## config.mk

```make
export PLATFORM = sky130hd
export DESIGN_NAME = pdp8_acc_unit
export DESIGN_NICKNAME = d
export VERILOG_FILES = /design/src/source/pdp8_acc_pkg.sv /design/src/source/acc_decode.sv /design/src/source/acc_operate.sv /design/src/source/acc_registers.sv /design/src/source/acc_sequencer.sv /design/src/source/eae_muldiv.sv /design/src/source/pdp8_acc_unit.sv
export VERILOG_INCLUDE_DIRS = /design/src /design/src/include
export SDC_FILE = /design/constraint.sdc
export NUM_CORES = 1
export LEC_CHECK = 0
export BUFFER_PORTS_ARGS = -buffer_cell sky130_fd_sc_hd__buf_4
export CAP_MARGIN = 5
export CORE_UTILIZATION = 56
export DETAILED_ROUTE_END_ITERATION = 10
export PLACE_DENSITY = 0.75
export SYNTH_ARGS = -nofsm -noshare
export SYNTH_HDL_FRONTEND = slang
export SYNTH_SLANG_ARGS = --single-unit
```

## constraint.sdc

```tcl
create_clock -name clk -period 3.38 [get_ports clk]
set_input_delay 1.014 -clock clk [delete_from_list [all_inputs] [get_ports clk]]
set_output_delay 1.014 -clock clk [all_outputs]
set_load 0.02 [all_outputs]
```

## src/include/pdp8_acc_defs.svh

```systemverilog
/* width, step count and EAE opcode macros for the accumulator unit */
`ifndef PDP8_ACC_DEFS_SVH
`define PDP8_ACC_DEFS_SVH

// data path
`define PDP8_WORD_W 12

// EAE step counter, wide enough for the longest loop
`define PDP8_SC_W 5

// iterations per EAE instruction
`define PDP8_MUL_STEPS 12
`define PDP8_DIV_STEPS 12

// EAE mode A instruction codes, matched exactly
`define PDP8_OP_MUL 12'o7405
`define PDP8_OP_DIV 12'o7407

`endif

```

## src/source/pdp8_acc_pkg.sv

```systemverilog
/* shared types of the accumulator unit
   data word, opcode class, rotate kind and sequencer phase */
`include "pdp8_acc_defs.svh"

package pdp8_acc_pkg;

    typedef logic [0:`PDP8_WORD_W-1] word_t;  // bit 0 is the msb, pdp-8 order

    typedef enum logic [2:0] {
        OP_NOP,   // anything the unit does not handle
        OP_AND,
        OP_TAD,
        OP_DCA,
        OP_GRP1,  // group 1 operate
        OP_MQ,    // group 3, mode A mq microinstructions
        OP_MUL,
        OP_DIV
    } op_t;

    typedef enum logic [2:0] {
        ROT_NONE,
        ROT_RAL,
        ROT_RTL,
        ROT_RAR,
        ROT_RTR,
        ROT_BSW
    } rot_t;

    typedef enum logic [2:0] {
        PH_IDLE,
        PH_1,
        PH_2,
        PH_3,
        PH_EAE_SETUP,
        PH_EAE_STEP,
        PH_DONE
    } phase_t;

endpackage

```

## src/source/acc_decode.sv

```systemverilog
/* instruction decode for the accumulator unit
   opcode class, rotate kind and microinstruction flags */
`include "pdp8_acc_defs.svh"

module acc_decode
    import pdp8_acc_pkg::*;
(
    input  word_t instruction,
    output op_t   op,
    output rot_t  rot,
    output logic  cla,
    output logic  cll,
    output logic  cma,
    output logic  cml,
    output logic  iac,
    output logic  mqa,
    output logic  mql
);

    always_comb
    begin
        op  = OP_NOP;
        rot = ROT_NONE;
        cla = 1'b0;
        cll = 1'b0;
        cma = 1'b0;
        cml = 1'b0;
        iac = 1'b0;
        mqa = 1'b0;
        mql = 1'b0;
        if (instruction == `PDP8_OP_MUL)
            op = OP_MUL;
        else if (instruction == `PDP8_OP_DIV)
            op = OP_DIV;
        else
        begin
            case (instruction[0:2])
                3'o0: op = OP_AND;
                3'o1: op = OP_TAD;
                3'o3: op = OP_DCA;
                3'o7:
                begin
                    if (!instruction[3])  // group 1
                    begin
                        op  = OP_GRP1;
                        cla = instruction[4];
                        cll = instruction[5];
                        cma = instruction[6];
                        cml = instruction[7];
                        iac = instruction[11];
                        case (instruction[8:10])
                            3'b001: rot = ROT_BSW;
                            3'b010: rot = ROT_RAL;
                            3'b011: rot = ROT_RTL;
                            3'b100: rot = ROT_RAR;
                            3'b101: rot = ROT_RTR;
                            default: rot = ROT_NONE;  // both directions at once
                        endcase
                    end
                    else if (instruction[11])  // group 3, group 2 falls through
                    begin
                        op  = OP_MQ;
                        cla = instruction[4];
                        mqa = instruction[5];
                        mql = instruction[7];
                    end
                end
                default: op = OP_NOP;  // isz, jms, jmp, iot
            endcase
        end
    end

endmodule

```

## src/source/acc_operate.sv

```systemverilog
/* next ac, link and mq for the non-EAE operations
   memory reference, group 1 and group 3 mode A, one phase at a time */
module acc_operate
    import pdp8_acc_pkg::*;
(
    input  phase_t phase,
    input  op_t    op,
    input  rot_t   rot,
    input  logic   cla,
    input  logic   cll,
    input  logic   cma,
    input  logic   cml,
    input  logic   iac,
    input  logic   mqa,
    input  logic   mql,
    input  word_t  operand,
    input  word_t  ac,
    input  word_t  mq,
    input  logic   link,
    output word_t  ac_next,
    output word_t  mq_next,
    output logic   link_next
);

    logic [0:12] lac;      // link:ac as one 13 bit value
    logic [0:12] tad_sum;  // carry out in bit 0
    word_t       ac_clr;
    logic        link_clr;

    assign lac      = {link, ac};
    assign tad_sum  = {1'b0, ac} + {1'b0, operand};
    assign ac_clr   = cla ? '0 : ac;
    assign link_clr = cll ? 1'b0 : link;

    always_comb
    begin
        ac_next   = ac;
        mq_next   = mq;
        link_next = link;
        case (phase)
            PH_1:
            begin
                case (op)
                    OP_AND: ac_next = ac & operand;
                    OP_TAD:
                    begin
                        ac_next   = tad_sum[1:12];
                        link_next = link ^ tad_sum[0];  // carry complements link
                    end
                    OP_DCA: ac_next = '0;
                    OP_GRP1:
                    begin
                        ac_next   = cma ? ~ac_clr : ac_clr;
                        link_next = link_clr ^ cml;
                    end
                    OP_MQ:
                    begin
                        // cla first, then mqa ors mq in and mql moves ac out
                        ac_next = (mqa ? mq : '0) | (mql ? '0 : ac_clr);
                        mq_next = mql ? ac_clr : mq;
                    end
                    default: ;
                endcase
            end
            PH_2:
            begin
                if ((op == OP_GRP1) && iac)
                    {link_next, ac_next} = lac + 13'd1;
            end
            PH_3:
            begin
                if (op == OP_GRP1)
                begin
                    case (rot)
                        ROT_RAL: {link_next, ac_next} = {lac[1:12], lac[0]};
                        ROT_RTL: {link_next, ac_next} = {lac[2:12], lac[0:1]};
                        ROT_RAR: {link_next, ac_next} = {lac[12], lac[0:11]};
                        ROT_RTR: {link_next, ac_next} = {lac[11:12], lac[0:10]};
                        ROT_BSW: ac_next = {ac[6:11], ac[0:5]};  // link untouched
                        default: ;
                    endcase
                end
            end
            default: ;
        endcase
    end

endmodule

```

## src/source/acc_registers.sv

```systemverilog
/* architectural AC, LINK and MQ registers
   load from the operate or the EAE path depending on phase */
module acc_registers
    import pdp8_acc_pkg::*;
(
    input  logic   clk,
    input  logic   reset,
    input  phase_t phase,
    input  word_t  op_ac_next,
    input  word_t  op_mq_next,
    input  word_t  eae_ac_next,
    input  word_t  eae_mq_next,
    input  logic   op_link_next,
    input  logic   eae_link_next,
    output word_t  ac,
    output word_t  mq,
    output logic   link
);

    always_ff @(posedge clk)
    begin
        if (reset)
        begin
            ac   <= '0;
            mq   <= '0;
            link <= 1'b0;
        end
        else
        begin
            case (phase)
                PH_1,
                PH_2,
                PH_3:
                begin
                    ac   <= op_ac_next;
                    mq   <= op_mq_next;
                    link <= op_link_next;
                end
                PH_EAE_SETUP,
                PH_EAE_STEP:
                begin
                    ac   <= eae_ac_next;
                    mq   <= eae_mq_next;
                    link <= eae_link_next;
                end
                default: ;  // idle and done hold the result
            endcase
        end
    end

endmodule

```

## src/source/acc_sequencer.sv

```systemverilog
/* phase sequencer for the accumulator unit
   captures the instruction, steps the phases, drives busy and done */
module acc_sequencer
    import pdp8_acc_pkg::*;
(
    input  logic   clk,
    input  logic   reset,
    input  logic   start,
    input  word_t  instruction_in,
    input  word_t  operand_in,
    input  op_t    op,
    input  logic   eae_last,
    output word_t  instruction,
    output word_t  operand,
    output phase_t phase,
    output logic   busy,
    output logic   done
);

    phase_t state;
    logic   eae_op;
    logic   accept;

    assign eae_op = (op == OP_MUL) || (op == OP_DIV);
    assign accept = start && (state == PH_IDLE) && !busy;

    // first phase becomes the EAE setup once the captured word decodes
    assign phase = ((state == PH_1) && eae_op) ? PH_EAE_SETUP : state;

    always_ff @(posedge clk)
    begin
        if (accept)
        begin
            instruction <= instruction_in;
            operand     <= operand_in;
        end
    end

    always_ff @(posedge clk)
    begin
        if (reset)
        begin
            state <= PH_IDLE;
            busy  <= 1'b0;
            done  <= 1'b0;
        end
        else
        begin
            busy <= (phase != PH_IDLE);  // lags the phase by one cycle
            done <= (phase == PH_DONE);
            case (phase)
                PH_IDLE:
                begin
                    if (accept)
                        state <= PH_1;
                end
                PH_1: state <= PH_2;
                PH_2: state <= PH_3;
                PH_3: state <= PH_DONE;
                PH_EAE_SETUP,
                PH_EAE_STEP:
                begin
                    if (eae_last)
                        state <= PH_DONE;  // div overflow ends in setup
                    else
                        state <= PH_EAE_STEP;
                end
                default: state <= PH_IDLE;
            endcase
        end
    end

endmodule

```

## src/source/eae_muldiv.sv

```systemverilog
/* EAE multiply and divide
   step counter plus one shift-add or restoring subtract per step */
`include "pdp8_acc_defs.svh"

module eae_muldiv
    import pdp8_acc_pkg::*;
(
    input  logic   clk,
    input  logic   reset,
    input  phase_t phase,
    input  op_t    op,
    input  word_t  operand,
    input  word_t  ac,
    input  word_t  mq,
    output word_t  ac_next,
    output word_t  mq_next,
    output logic   link_next,
    output logic   eae_last
);

    logic [`PDP8_SC_W-1:0] sc;
    logic [0:12]           mul_sum;   // carry out in bit 0
    logic [0:12]           div_rem;   // partial remainder shifted left
    logic [0:12]           div_diff;
    logic                  div_fits;
    logic                  div_ovf;

    assign mul_sum  = {1'b0, ac} + {1'b0, operand};
    assign div_rem  = {ac, mq[0]};
    assign div_diff = div_rem - {1'b0, operand};
    assign div_fits = div_rem >= {1'b0, operand};
    assign div_ovf  = ac >= operand;  // quotient would not fit in 12 bits

    always_comb
    begin
        ac_next   = ac;
        mq_next   = mq;
        link_next = 1'b0;  // mul and a clean div leave link clear
        eae_last  = 1'b0;
        case (phase)
            PH_EAE_SETUP:
            begin
                if ((op == OP_DIV) && div_ovf)
                begin
                    link_next = 1'b1;
                    mq_next   = {mq[1:11], 1'b1};
                    eae_last  = 1'b1;
                end
            end
            PH_EAE_STEP:
            begin
                eae_last = (sc == `PDP8_SC_W'(1));
                if (op == OP_MUL)
                begin
                    if (mq[11])  // add then shift ac:mq right
                        {ac_next, mq_next} = {mul_sum, mq[0:10]};
                    else
                        {ac_next, mq_next} = {1'b0, ac, mq[0:10]};
                end
                else if (div_fits)
                begin
                    ac_next = div_diff[1:12];
                    mq_next = {mq[1:11], 1'b1};
                end
                else
                begin
                    ac_next = div_rem[1:12];  // restore, keep the shift
                    mq_next = {mq[1:11], 1'b0};
                end
            end
            default: ;
        endcase
    end

    always_ff @(posedge clk)
    begin
        if (reset)
            sc <= '0;
        else if (phase == PH_EAE_SETUP)
            sc <= (op == OP_MUL) ? `PDP8_SC_W'(`PDP8_MUL_STEPS)
                                 : `PDP8_SC_W'(`PDP8_DIV_STEPS);
        else if (phase == PH_EAE_STEP)
            sc <= sc - `PDP8_SC_W'(1);
    end

endmodule

```

## src/source/pdp8_acc_unit.sv

```systemverilog
/* top level of the PDP-8/e accumulator unit */
module pdp8_acc_unit
    import pdp8_acc_pkg::*;
(
    input  logic  clk,
    input  logic  reset,
    input  logic  start,
    input  word_t instruction,
    input  word_t operand,
    output word_t ac,
    output logic  link,
    output word_t mq,
    output logic  busy,
    output logic  done
);

    word_t  instr_q;     // captured instruction
    word_t  operand_q;   // captured memory operand
    op_t    op;
    rot_t   rot;
    phase_t phase;
    logic   cla;
    logic   cll;
    logic   cma;
    logic   cml;
    logic   iac;
    logic   mqa;
    logic   mql;
    logic   eae_last;
    word_t  op_ac_next;
    word_t  op_mq_next;
    logic   op_link_next;
    word_t  eae_ac_next;
    word_t  eae_mq_next;
    logic   eae_link_next;

    acc_decode acc_decode_inst (
        .instruction(instr_q),
        .op(op),
        .rot(rot),
        .cla(cla),
        .cll(cll),
        .cma(cma),
        .cml(cml),
        .iac(iac),
        .mqa(mqa),
        .mql(mql)
    );

    acc_sequencer acc_sequencer_inst (
        .clk(clk),
        .reset(reset),
        .start(start),
        .instruction_in(instruction),
        .operand_in(operand),
        .op(op),
        .eae_last(eae_last),
        .instruction(instr_q),
        .operand(operand_q),
        .phase(phase),
        .busy(busy),
        .done(done)
    );

    acc_operate acc_operate_inst (
        .phase(phase),
        .op(op),
        .rot(rot),
        .cla(cla),
        .cll(cll),
        .cma(cma),
        .cml(cml),
        .iac(iac),
        .mqa(mqa),
        .mql(mql),
        .operand(operand_q),
        .ac(ac),
        .mq(mq),
        .link(link),
        .ac_next(op_ac_next),
        .mq_next(op_mq_next),
        .link_next(op_link_next)
    );

    eae_muldiv eae_muldiv_inst (
        .clk(clk),
        .reset(reset),
        .phase(phase),
        .op(op),
        .operand(operand_q),
        .ac(ac),
        .mq(mq),
        .ac_next(eae_ac_next),
        .mq_next(eae_mq_next),
        .link_next(eae_link_next),
        .eae_last(eae_last)
    );

    acc_registers acc_registers_inst (
        .clk(clk),
        .reset(reset),
        .phase(phase),
        .op_ac_next(op_ac_next),
        .op_mq_next(op_mq_next),
        .eae_ac_next(eae_ac_next),
        .eae_mq_next(eae_mq_next),
        .op_link_next(op_link_next),
        .eae_link_next(eae_link_next),
        .ac(ac),
        .mq(mq),
        .link(link)
    );

endmodule

```

---- Word-level counts from Yosys, hierarchy flattened ----
Cells that the tools add are included.
storage, ports and cells
  register bits after elaboration ......... 59
  bits of input ports ..................... 27
  output and inout bits ................... 27
  logic and storage cells ................. 164
cells by class
  add/subtract/negate cells ............... 4
  $lt $le $gt $ge ......................... 2
  equality and inequality tests ........... 44
  multiplexer cells ....................... 80
  bitwise logic cells ..................... 5
  reduce and logical (&&, ||, !) cells .... 19
operators with widths
  cell                                                                    count
  12-bit two-way mux                                                      16
  12-bit one-hot mux with 5 select lines                                  2
  12-bit one-hot mux with 2 select lines                                  3
  1-bit two-way mux                                                       37
  3-bit equality test (second input constant)                             12
  12-bit one-hot mux with 3 select lines                                  1
  3-bit two-way mux                                                       10
  3-bit one-hot mux with 5 select lines                                   2
  3-bit by 2-bit equality test with 1-bit output (second input constant)  9
  12-bit equality test (second input constant)                            2
  3-bit by 1-bit equality test with 1-bit output (second input constant)  6
  7-bit inequality test (second input constant)                           2
  12-bit by 12-bit adder with 13-bit output                               1
  13-bit by 1-bit adder with 13-bit output (second input constant)        1
  13-bit by 12-bit greater-or-equal comparator with 1-bit output          1
  12-bit bitwise AND                                                      1
  12-bit greater-or-equal comparator                                      1
  12-bit NOT                                                              1
  12-bit OR                                                               1
  3-bit one-hot mux with 4 select lines                                   1
  6-bit AND reduction                                                     2
  12-bit subtractor                                                       1
  3-bit zero test                                                         3
  3-bit inequality test (second input constant)                           3
  other kinds (21)                                                        35

---- Logic depth before layout (Yosys ltp) ----
Gate-level depths: netlist of run 1.
  depth after elaboration ................. 13
  depth in mapped cells ................... 11
  mapped depth without buffers ............ 10

---- By module ----
A second synthesis of run 1 with hierarchy kept.
second synthesis, totals
  cells, all modules ...................... 1,074
  area, all modules ....................... 8,181.6 um^2
modules (own cells, without submodules)
  module         instances  cells each  area an instance (um^2)  sequential area each (um^2)
  acc_operate    1          461         2,780.2                  0.0
  eae_muldiv     1          380         2,573.7                  100.1
  acc_registers  1          150         1,680.4                  500.5
  acc_sequencer  1          52          958.4                    820.8
  acc_decode     1          31          188.9                    0.0

---- Worst setup path before layout of run 1 ----
Ideal clock, no wire load.
  kind .................................... register -> register
  start ................................... register acc_registers_inst.ac[7]
  end ..................................... register acc_registers_inst.ac[4]
  library setup time ...................... 0.132 ns
  arrival time ............................ 2.548 ns
  required time ........................... 3.248 ns
  path slack .............................. 0.701 ns
  stages on the path, launching flop included .. 9
  path buffers ............................ 0
  clock period less this slack ............ 2.679 ns
  cells stage by stage .................... dfxtp_1 > ha_1 > a21o_1 > o21bai_1 > a41oi_1 > nand2_1 > mux2_2 > a211oi_1 > o41ai_1
on the way
  word-level cells in the longest chain between the ends .. 5
ends and longest elaborated chain
  what                                                            RTL line             RTL
  start, declared                                                 acc_registers.sv:15  output word_t ac,
  start signal, assigned                                          acc_registers.sv:35  ac <= op_ac_next;
  start signal, assigned                                          acc_registers.sv:42  ac <= eae_ac_next;
  13-bit by 12-bit greater-or-equal comparator with 1-bit output  eae_muldiv.sv:31     assign div_fits = div_rem >= {1'b0, operand};
  12-bit two-way mux                                              eae_muldiv.sv:60     else if (div_fits)
  12-bit two-way mux                                              eae_muldiv.sv:53     if (op == OP_MUL)
  12-bit two-way mux                                              eae_muldiv.sv:40     case (phase)
  12-bit one-hot mux with 2 select lines                          acc_registers.sv:30  case (phase)
Every way passes these cells. The select of a mux whose other input is x is not followed.
A chain may end at the register's enable or synchronous reset.

---- Worst setup path after layout of run 1 ----
  start ................................... register acc_registers_inst.ac[2]
  end ..................................... register acc_registers_inst.link
on the way
  word-level cells in the longest chain between the ends .. 5
  elaborated cells between the ends (all ways) .. 11
  those cells by class .................... add/sub: 2; order compare: 1; mux: 6; bitwise: 1; reduce/logical: 1
ends and longest elaborated chain
  what                                                                                             RTL line                             RTL
  12-bit by 12-bit adder with 13-bit output or 12-bit greater-or-equal comparator (tied branches)  acc_operate.sv:31, eae_muldiv.sv:32
  1-bit bitwise XOR or 1-bit logical AND (tied branches)                                           acc_operate.sv:48, eae_muldiv.sv:43
  1-bit one-hot mux with 2 select lines or 1-bit two-way mux (tied branches)                       acc_operate.sv:43, eae_muldiv.sv:43
  1-bit one-hot mux with 3 select lines or 1-bit two-way mux (tied branches)                       acc_operate.sv:40, eae_muldiv.sv:40
  1-bit one-hot mux with 2 select lines *                                                          acc_registers.sv:30
  end signal, assigned                                                                             acc_registers.sv:37                  link <= op_link_next;
  end signal, assigned                                                                             acc_registers.sv:44                  link <= eae_link_next;
  end, declared                                                                                    acc_registers.sv:17                  output logic link
Every way passes the cells marked *; elsewhere a longest branch is shown, timed or not. The select of a mux whose other input is x is not followed.

==> results of run 1 <==
## worst paths after layout
check,endpoint,slack [ns],depth (start not counted)
setup / recovery,acc_registers_inst.link,0.36,9
hold / removal,eae_muldiv_inst.sc[3],0.51,1
setup reg to reg,acc_registers_inst.link,0.36,9
hold reg to reg,eae_muldiv_inst.sc[3],0.51,1
## registers in the layout, indices dropped and copies added (netlist names)
name / flops
eae_muldiv_inst.sc: 5
acc_sequencer_inst.done: 1
acc_registers_inst.mq: 12
acc_sequencer_inst.operand: 12
acc_sequencer_inst.state: 3
acc_sequencer_inst.instruction: 12
acc_sequencer_inst.busy: 1
acc_registers_inst.link: 1
acc_registers_inst.ac: 12
## layout by cell type, fill, tap and decap left out, types with 7 or more instances in the layout
master     count
buf_4         92
nor2_1        69
a21oi_1       66
o21ai_0       53
nand2_1       47
inv_1         39
ha_1          39
dfxtp_1       35
nand3_1       29
nand2b_1      24
edfxtp_1      24
nor3_1        22
a31oi_1       20
xnor2_1       19
nor2b_1       16
mux2i_1       16
a211oi_1      15
o221ai_1      12
and3_1        11
o22ai_1       11
xor2_1        11
a311oi_1      10
a32o_1        10
or3_1          9
clkbuf_16      9
a21o_1         8
nand4_1        8
mux2_2         8
a221oi_1       7
## stage by stage
stage | hold slack, ns | setup WS, ns
2_1_floorplan | 0.449 | 0.701
3_3_place_gp | 0.469 | 0.534
3_5_place_dp | 0.487 | 0.473
4_1_cts | 0.501 | 0.456
5_1_grt | 0.522 | 0.255
6_report | 0.510 | 0.357
## cell usage after synthesis (all sizes together), types with 7 or more instances
| cell | n | area, um2 |
|---|---|---|
| nor2 | 72 | 278 |
| a221oi | 7 | 61.3 |
| clkbuf | 39 | 146 |
| o221ai | 12 | 105 |
| and3 | 11 | 68.8 |
| nand2b | 24 | 150 |
| a2111oi | 7 | 76.3 |
| a32o | 10 | 100 |
| xnor2 | 19 | 166 |
| ha | 39 | 488 |
| xor2 | 11 | 96.3 |
| o21ai | 54 | 270 |
| dfxtp | 35 | 701 |
| nand2 | 47 | 176 |
| o22ai | 11 | 68.8 |
| nor2b | 17 | 106 |
| nand3 | 29 | 145 |
| or3 | 9 | 56.3 |
| buf | 25 | 126 |
| edfxtp | 24 | 721 |
| a31oi | 20 | 125 |
| o31ai | 7 | 66.3 |
| nand4 | 8 | 50.1 |
| mux2i | 16 | 160 |
| a21oi | 66 | 330 |
| a21o | 8 | 60.1 |
| nor3 | 22 | 110 |
| a211oi | 16 | 125 |
| a311oi | 10 | 87.6 |
| inv | 39 | 146 |
| mux2 | 9 | 101 |
## power by group through the flow
stage	sequential [mW]	combinational, mW	clock (mW)
2_1_floorplan	0.904	0.793	0
3_3_place_gp	0.932	1.12	0
3_5_place_dp	0.938	1.14	0
4_1_cts	0.923	1.15	1.01
5_1_grt	0.936	1.27	1.04
6_report	0.929	1.19	1.02
## cells by family after synthesis
group                    Yosys count
AO/OA/AOI/OAI                    296
XOR/XNOR                          30
adder cells (fa/ha/maj)           41
buffers and inverters            103
flip-flops                        59
multiplexers                      25
AND/OR/NAND/NOR                  271
## layer usage
| layer | up-vias | track usage | wire, um |
|---|---|---|---|
| met5 | - | 0 | 0 |
| met4 | 0 | 0.248 | 1530 |
| met3 | 118 | 0.105 | 2800 |
| met2 | 505 | 0.671 | 11000 |
| li1 | 3210 | - | - |
| met1 | 3398 | 0.554 | 9710 |
## area by class of cell
cell class	instances	area, um2	area share
Clock buffer	9	225	0.0307
Clock inverter	7	92.6	0.0126
Inverter	39	146	0.0200
Multi-Input combinational cell	663	4530	0.619
Sequential cell	59	1420	0.194
Tap cell	140	175	0.0239
Timing Repair Buffer	94	731	0.0998
==> metrics.md, run 1 <==
| Metric | Value |
|---|---|
| Critical hold path startpoint | eae_muldiv_inst.sc[3] |
| Setup TNS | 0 ns |
| Slowest stage delay, CP | roughly 0.74 ns |
| Die Ht | 109 um |
| GRT Util Overall | 0.435 |
| Root buffer cell | clkbuf_16 |
| Crit end category | flip-flop |
| Leakage power | 2.85 nW |
| Yosys cell types | slightly above 80 |
| Die area | 11800 um2 |
| Core area | 11000 um2 |
| Worst setup path class | reg -> reg |
| Placed cell count | 995 |
| Final wirelength | 25000 um |
| Wire per inst | 24.7 um |
| CP Data Arrival Time | 3.31 ns |
| Compound-Gate Fraction of Synth Area | 0.325 |
| Hpwl dp | 18600 um |
| Total number of vias | 7231 |
| Worst-path maximum fanout | 16 |
| Netlist Area Pre-Place | 6370 um2 |
| Final setup fails | 0 |
| P_int | about 1.9 mW |
| Post-synth top flop | dfxtp_1 |
| Switching share of power | 0.394 |
| Share of layout cells above drive strength 1 | 0.153 |
| TritonCTS clock tree | yes |
| Post-synthesis adder-cell area fraction | 0.0829 |
| Comb power frac | 0.379 |
| Post-cts repair resize count | 0 |
| Post-layout min period | approximately 3.0 ns |
| Post-synth EDFFs | 24 |
| Final instance area | between 7000 and 8000 um2 |
| Worst slew pin tran | about 0.8 ns |
| Final setup skew | 0.0100 ns |
| # IOs | 54 |
| Worst vdd ir | 0.391 mV |
| Worst Hold Class | reg -> reg |
| Diodes inserted | 0 |
| Largest family of logic cells by synthesized area | compound AO/OA/AOI/OAI gates |
| Cts bufs inserted | 9 |
| YS warnings | 0 |
| Hold bufs inserted after CTS | 0 |
| Largest net degree at the start of global routing | 47 |
| Sw power | 1.23 mW |
| Row count | 38 |
| Worst r2r src | acc_registers_inst.ac[2] |
| H-Tree Depth | 3 |
| Layout area overhead | 15.0% |
| Placer Congestion | 1.06 |
| Clk Latency, worst-skew pair | 0.35 ns |
| Clock sinks | 59 |
| Number of remaining DRC errors | 0 |
| FILL cells | about 960 |
| CTS Buffer Depth | 2 |
| Vias in the first global route | approximately 6700 |
| Status | finished, final reports clean |
| Final Hold Fails | 0 |
| IO buf count | 53 |
| Synth Area in XOR/XNOR | 0.0412 |
| Seq/Total Area, Yosys | 0.223 |
| Fmax | roughly 0.33 GHz |
| Setup crit start | acc_registers_inst.ac[2] |
| Seq pwr share | 0.296 |
| Worst-path clk slew | 0.06 ns |
| First-pass GRT wire length | 38200 um |
| RSZ-0062 raised after global routing | false |
| CP max-delay cell | dfxtp_1 |
| Crit-path cells | ha_1, nand2b_1, a211oi_1, o211ai_1, a31oi_1, buf_4, nor2_1, nor4_1, o31a_1 |
| Worst EP required | 3.67 ns |
| Post-layout util | 0.667 |
| Family with the most delay on the worst path | compound AO/OA/AOI/OAI gates |
| Cells after Synth | 825 |
| Final Instance Count excl. Fillers | 1011 |
| Register bit total from synthesis | 59 |
| Nets | 934 |
| Headroom to the max-slew limit | 0.476 |
| Mux cell area share after synthesis | 0.0410 |
| WP buf/inv | 1 |
| Simple-Gate Fraction of Synth Area | 0.221 |
| Initial drt markers | roughly 1200 |
| Clock power frac | 0.324 |
| Vias/cell | 7.15 |
| Syn_nets | 893 |
| Drt pass-1 iters | 6 |
| Initial core utilization | 0.580 |
| Initial antenna violation count | 0 |
| Post-DRT Antenna Nets | 0 |
| Post-route fraction of the period consumed by the critical path | 0.894 |
| Chip Width | 109 um |
| DP Area | 7010 um2 |
| CP startpoint kind | flip-flop |
| Post-CTS Setup Inserts | 0 |
| Pwr dens | 428 nW/um2 |
| Post-synth ARST share | 0 |
| Gr ovfl total | 0 |
| Mean cell area of the mapped netlist | 7.72 um2 |
| Slew Limit Fails | 0 |
| Power Total | 3.14 mW |
| Max cap viols | 0 |
Power figures use the tool's default switching activity.
==> run 2: changes to the inputs <==
--- a/config.mk
+++ b/config.mk
@@ -7,10 +7,11 @@
 export NUM_CORES = 1
 export LEC_CHECK = 0
 export BUFFER_PORTS_ARGS = -buffer_cell sky130_fd_sc_hd__buf_4
-export CAP_MARGIN = 5
+export CAP_MARGIN = 20
 export CORE_UTILIZATION = 56
 export DETAILED_ROUTE_END_ITERATION = 10
 export PLACE_DENSITY = 0.75
+export RECOVER_POWER = 100
 export SYNTH_ARGS = -nofsm -noshare
 export SYNTH_HDL_FRONTEND = slang
 export SYNTH_SLANG_ARGS = --single-unit
==> metrics.md, run 2 (synthesized netlist as in run 1, its figures left out) <==
| Metric | Value |
|---|---|
| Post-layout util | 0.654 |
| Wire per inst | 24.9 um |
| GRT Util Overall | 0.435 |
| Critical hold path startpoint | eae_muldiv_inst.sc[3] |
| First-pass GRT wire length | 38200 um |
| Drt pass-1 iters | 6 |
| Largest net degree at the start of global routing | 47 |
| FILL cells | 994 |
| Initial antenna violation count | 0 |
| Pwr dens | 433 nW/um2 |
| Root buffer cell | clkbuf_16 |
| Total number of vias | 7228 |
| Sw power | 1.23 mW |
| Row count | 38 |
| Placer Congestion | about 1.1 |
| CP Data Arrival Time | 3.35 ns |
| Worst Hold Class | reg -> reg |
| Worst EP required | 3.63 ns |
| Comb power frac | 0.373 |
| Slew Limit Fails | between 40 and 50 |
| Final setup fails | 0 |
| Setup TNS | 0 ns |
| Post-cts repair resize count | 0 |
| Worst r2r src | acc_sequencer_inst.instruction[10] |
| Share of layout cells above drive strength 1 | 0.115 |
| Slowest stage delay, CP | 0.51 ns |
| Worst-path maximum fanout | 24 |
| Clock power frac | 0.328 |
| Hold endpoint | eae_muldiv_inst.sc[3] |
| Post-layout min period | 3.10 ns |
| Gr ovfl total | 0 |
| Final wirelength | 25100 um |
| Leakage power | 2.72 nW |
| IO buf count | 53 |
| Fmax | 0.322 GHz |
| Worst vdd ir | 0.387 mV |
| Hold Crit Depth | 1 |
| CP startpoint kind | flip-flop |
| CP max-delay cell | edfxtp_1 |
| Nets | 934 |
| Initial drt markers | 1196 |
| Chip Width | 109 um |
| Post-DRT Antenna Nets | 0 |
| Status | finished with violations |
| P_int | between 1.5 and 2 mW |
| Final setup skew | ~0.011 ns |
| Post-route fraction of the period consumed by the critical path | 0.918 |
| Hpwl dp | about 19000 um |
| Core area | 11000 um2 |
| Cts bufs inserted | 9 |
| Crit end category | flip-flop |
| Reg2reg path depth | 8 |
| Layout area overhead | 12.7% |
| Commonest non-fill, non-tap cell in the layout | nor2_1 |
| Failing checks | max-capacitance violations, max-slew violations |
| Diodes inserted | 0 |
| Die area | 11800 um2 |
| Vias in the first global route | 6722 |
| FF-to-FF End | acc_registers_inst.mq[2] |
| Switching share of power | 0.396 |
| Vias/cell | 7.15 |
| Commonest cells after routing, fill and taps aside | nor2_1 (69), a21oi_1 (66), o21ai_0 (53), nand2_1 (47) |
| Worst setup path class | reg -> reg |
| Clk Latency, worst-skew pair | 0.35 ns |
| Worst slew pin tran | 2.07 ns |
| Hold bufs inserted after CTS | 0 |
| Max cap viols | 1 |
| TritonCTS clock tree | yes |
| # IOs | 54 |
| CTS Buffer Depth | 2 |
| Crit-path cells | and3_1, and4_1, a21o_1, clkbuf_2, nor2_1, a311oi_1, nand3_1, o21ai_0 |
| RSZ-0062 raised after global routing | false |
| Clock sinks | 59 |
| Headroom to the max-slew limit | -0.381 |
| Final Hold Fails | 0 |
| Reg2Reg Setup Slack | 0.28 ns |
| Worst-path clk slew | 0.06 ns |
| H-Tree Depth | 3 |
| Initial core utilization | 0.580 |
| Die Ht | 109 um |
| Seq pwr share | 0.299 |
| Number of remaining DRC errors | 0 |
| Post-CTS Setup Inserts | 0 |
==> run 2: worst max-delay path by stage <==
stage,slack (ns),endpoint,depth (start not counted),startpoint
floorplan,0.70,acc_registers_inst.ac[4],8,acc_registers_inst.ac[7]
global placement,0.53,acc_registers_inst.ac[11],8,acc_registers_inst.ac[2]
detailed placement,0.47,acc_registers_inst.link,9,acc_registers_inst.ac[2]
CTS,0.46,acc_registers_inst.link,9,acc_registers_inst.ac[2]
global route,0.15,acc_registers_inst.mq[2],8,acc_sequencer_inst.instruction[10]
finish,0.28,acc_registers_inst.mq[2],8,acc_sequencer_inst.instruction[10]
==> run 2: critical path, delay by kind of cell (launching register included) <==
kind	cells	cell delay (ns)
and+or+nand+nor	4	1.13
AOI/OAI and AO/OA	3	0.86
DFF	1	0.51
buffers and inverters	1	0.50
==> run 2: stage by stage <==
stage	cell area [um2]	hold WS (ns)	setup WS, ns	cells	power [mW]
floorplan	6370	0.449	0.701	825	1.70
global placement	7010	0.469	0.534	995	2.05
detailed placement	7010	0.487	0.473	995	2.08
CTS	7320	0.501	0.456	1011	3.09
global route	7180	0.522	0.149	1011	3.22
finish	7180	0.502	0.279	1011	3.11
==> run 2: layout make-up <==
cell class | count | area [um2] | share of cell area
clock buffer | 9 | 225 | 0.0314
multi-input combinational | 663 | 4520 | 0.630
sequential | 59 | 1420 | 0.198
timing repair buffer | 94 | 596 | 0.0830
clock inverter | 7 | 92.6 | 0.0129
inverter | 39 | 146 | 0.0204
tap | 140 | 175 | 0.0244
==> run 2: power groups by stage <==
stage                     combinational (mW)  sequential [mW]  clock [mW]
after detailed placement                1.14            0.938           0
final                                   1.16            0.930        1.02
after global routing                    1.24            0.938        1.04
after floorplan                        0.793            0.904           0
after CTS                               1.15            0.923        1.01
after global placement                  1.12            0.932           0
==> run 2: routing by layer <==
metal  global-route usage  part of all wire  vias up
li1                     -                 -     3207
met1                0.554              0.40     3401
met2                0.671              0.44      501
met3                0.105              0.11      119
met4                0.248             0.057        0
met5                    0                 0        -
==> run 3: changes to the inputs <==
--- a/config.mk
+++ b/config.mk
@@ -11,7 +11,8 @@
 export CORE_UTILIZATION = 56
 export DETAILED_ROUTE_END_ITERATION = 10
 export PLACE_DENSITY = 0.75
-export RECOVER_POWER = 100
+export RECOVER_POWER = 25
+export SKIP_CTS_REPAIR_TIMING = 1
 export SYNTH_ARGS = -nofsm -noshare
 export SYNTH_HDL_FRONTEND = slang
 export SYNTH_SLANG_ARGS = --single-unit
==> metrics.md, run 3 (synthesized netlist as in run 1, its figures left out) <==
| Metric | Value |
|---|---|
| Core area | 11000 um2 |
| Clk Latency, worst-skew pair | 0.35 ns |
| RSZ-0062 raised after global routing | false |
| Largest net degree at the start of global routing | between 40 and 50 |
| Fmax | 0.330 GHz |
| Placer Congestion | 1.06 |
| GRT Util Overall | 0.435 |
| Initial core utilization | 0.580 |
| Failing checks | max-capacitance violations, max-slew violations |
| CP Data Arrival Time | 3.28 ns |
| Worst EP required | 3.62 ns |
| IO buf count | 53 |
| Worst slew pin tran | 2.10 ns |
| Root buffer cell | clkbuf_16 |
| Drt pass-1 iters | 6 |
| Leakage power | 2.84 nW |
| Vias in the first global route | around 6700 |
| Clock sinks | 59 |
| Cts bufs inserted | 9 |
| Diodes inserted | 0 |
| Final setup skew | 0.00978 ns |
| Share of layout cells above drive strength 1 | 0.152 |
| Layout area overhead | 14.9% |
| Initial drt markers | 1076 |
| Gr ovfl total | 0 |
| Final setup fails | 0 |
| Commonest cells after routing, fill and taps aside | nor2_1 (69), buf_4 (67), a21oi_1 (66), o21ai_0 (53), nand2_1 (47) |
| Pwr dens | 428 nW/um2 |
| Worst vdd ir | between 0.3 and 0.4 mV |
| Vias/cell | 7.12 |
| Hpwl dp | 18600 um |
| First-pass GRT wire length | 38200 um |
| Status | finished with violations |
| Worst setup path class | in -> reg |
| Number of remaining DRC errors | 0 |
| Worst-path clk slew | around 0.060 ns |
| TritonCTS clock tree | yes |
| Post-layout min period | 3.03 ns |
| Worst Hold Class | reg -> reg |
| Setup ws final | 0.346 ns |
| Final Instance Count excl. Fillers | 1011 |
| Final Hold Fails | 0 |
| Nets | just over 900 |
| Placed cell count | 995 |
| Row count | 38 |
| CP startpoint kind | input pin |
| # IOs | 54 |
| Slew Limit Fails | 47 |
| CTS Buffer Depth | 2 |
| Headroom to the max-slew limit | -0.403 |
| Total number of vias | 7198 |
| Final wirelength | 25100 um |
| Post-layout util | 0.667 |
| Setup TNS | 0 ns |
| Die Ht | 109 um |
| Crit end category | flip-flop |
| Die area | between 10000 and 15000 um2 |
| Chip Width | 109 um |
| Post-DRT Antenna Nets | 0 |
| Max cap viols | 1 |
| Commonest non-fill, non-tap cell in the layout | nor2_1 |
| Initial antenna violation count | 0 |
| Post-route fraction of the period consumed by the critical path | 0.898 |
| H-Tree Depth | 3 |
| Worst-path maximum fanout | 46 |
| Pre-CTS setup slack | 0.473 ns |
| Wire per inst | 24.8 um |
run 3: stage by stage:
stage / cell area [um2] / hold slack, ns / power [mW]
2_1_floorplan: 6370 / 0.449 / 1.70
3_3_place_gp: 7010 / 0.469 / 2.05
3_5_place_dp: 7010 / 0.487 / 2.08
4_1_cts: 7320 / 0.501 / 3.09
5_1_grt: 7320 / 0.522 / 3.24
6_report: 7320 / 0.502 / 3.14
run 3: path summary, 6_finish.rpt:
check	start	to	slack, ns	cells past startpoint
worst max-delay path	reset	acc_registers_inst.ac[10]	0.35	4
worst min-delay path	eae_muldiv_inst.sc[3]	eae_muldiv_inst.sc[3]	0.50	1
worst max register to register	acc_registers_inst.ac[2]	acc_registers_inst.ac[11]	0.36	8
worst min register to register	eae_muldiv_inst.sc[3]	eae_muldiv_inst.sc[3]	0.50	1
run 3: cell type report:
class / count / area (um2)
clock buffers: 9 / 225
clock inverters: 7 / 92.6
fillers: 956 / 3660
inverters: 39 / 146
multi-input cells: 663 / 4530
flip-flops and latches: 59 / 1420
well taps: 140 / 175
repair buffers: 94 / 727
run 3: layer usage:
layer	GRT usage	wire length, um	vias up
met2	0.671	11100	479
met1	0.554	9910	3402
met4	0.248	1320	0
met3	0.105	2730	101
li1	-	-	3216
met5	0	0	-
run 3: where the power goes:
part           switching [mW]  internal [mW]  leakage (nW)
Sequential              0.112          0.817         0.510
Combinational           0.748          0.440          2.18
Clock                   0.377          0.642         0.149
Total                    1.24           1.90          2.84
run 3: critical path, cell delays in order:
cell	delay [ns]
clkbuf_1	1.48
nor2_1	0.27
a211o_1	0.38
a2bb2oi_1	0.12
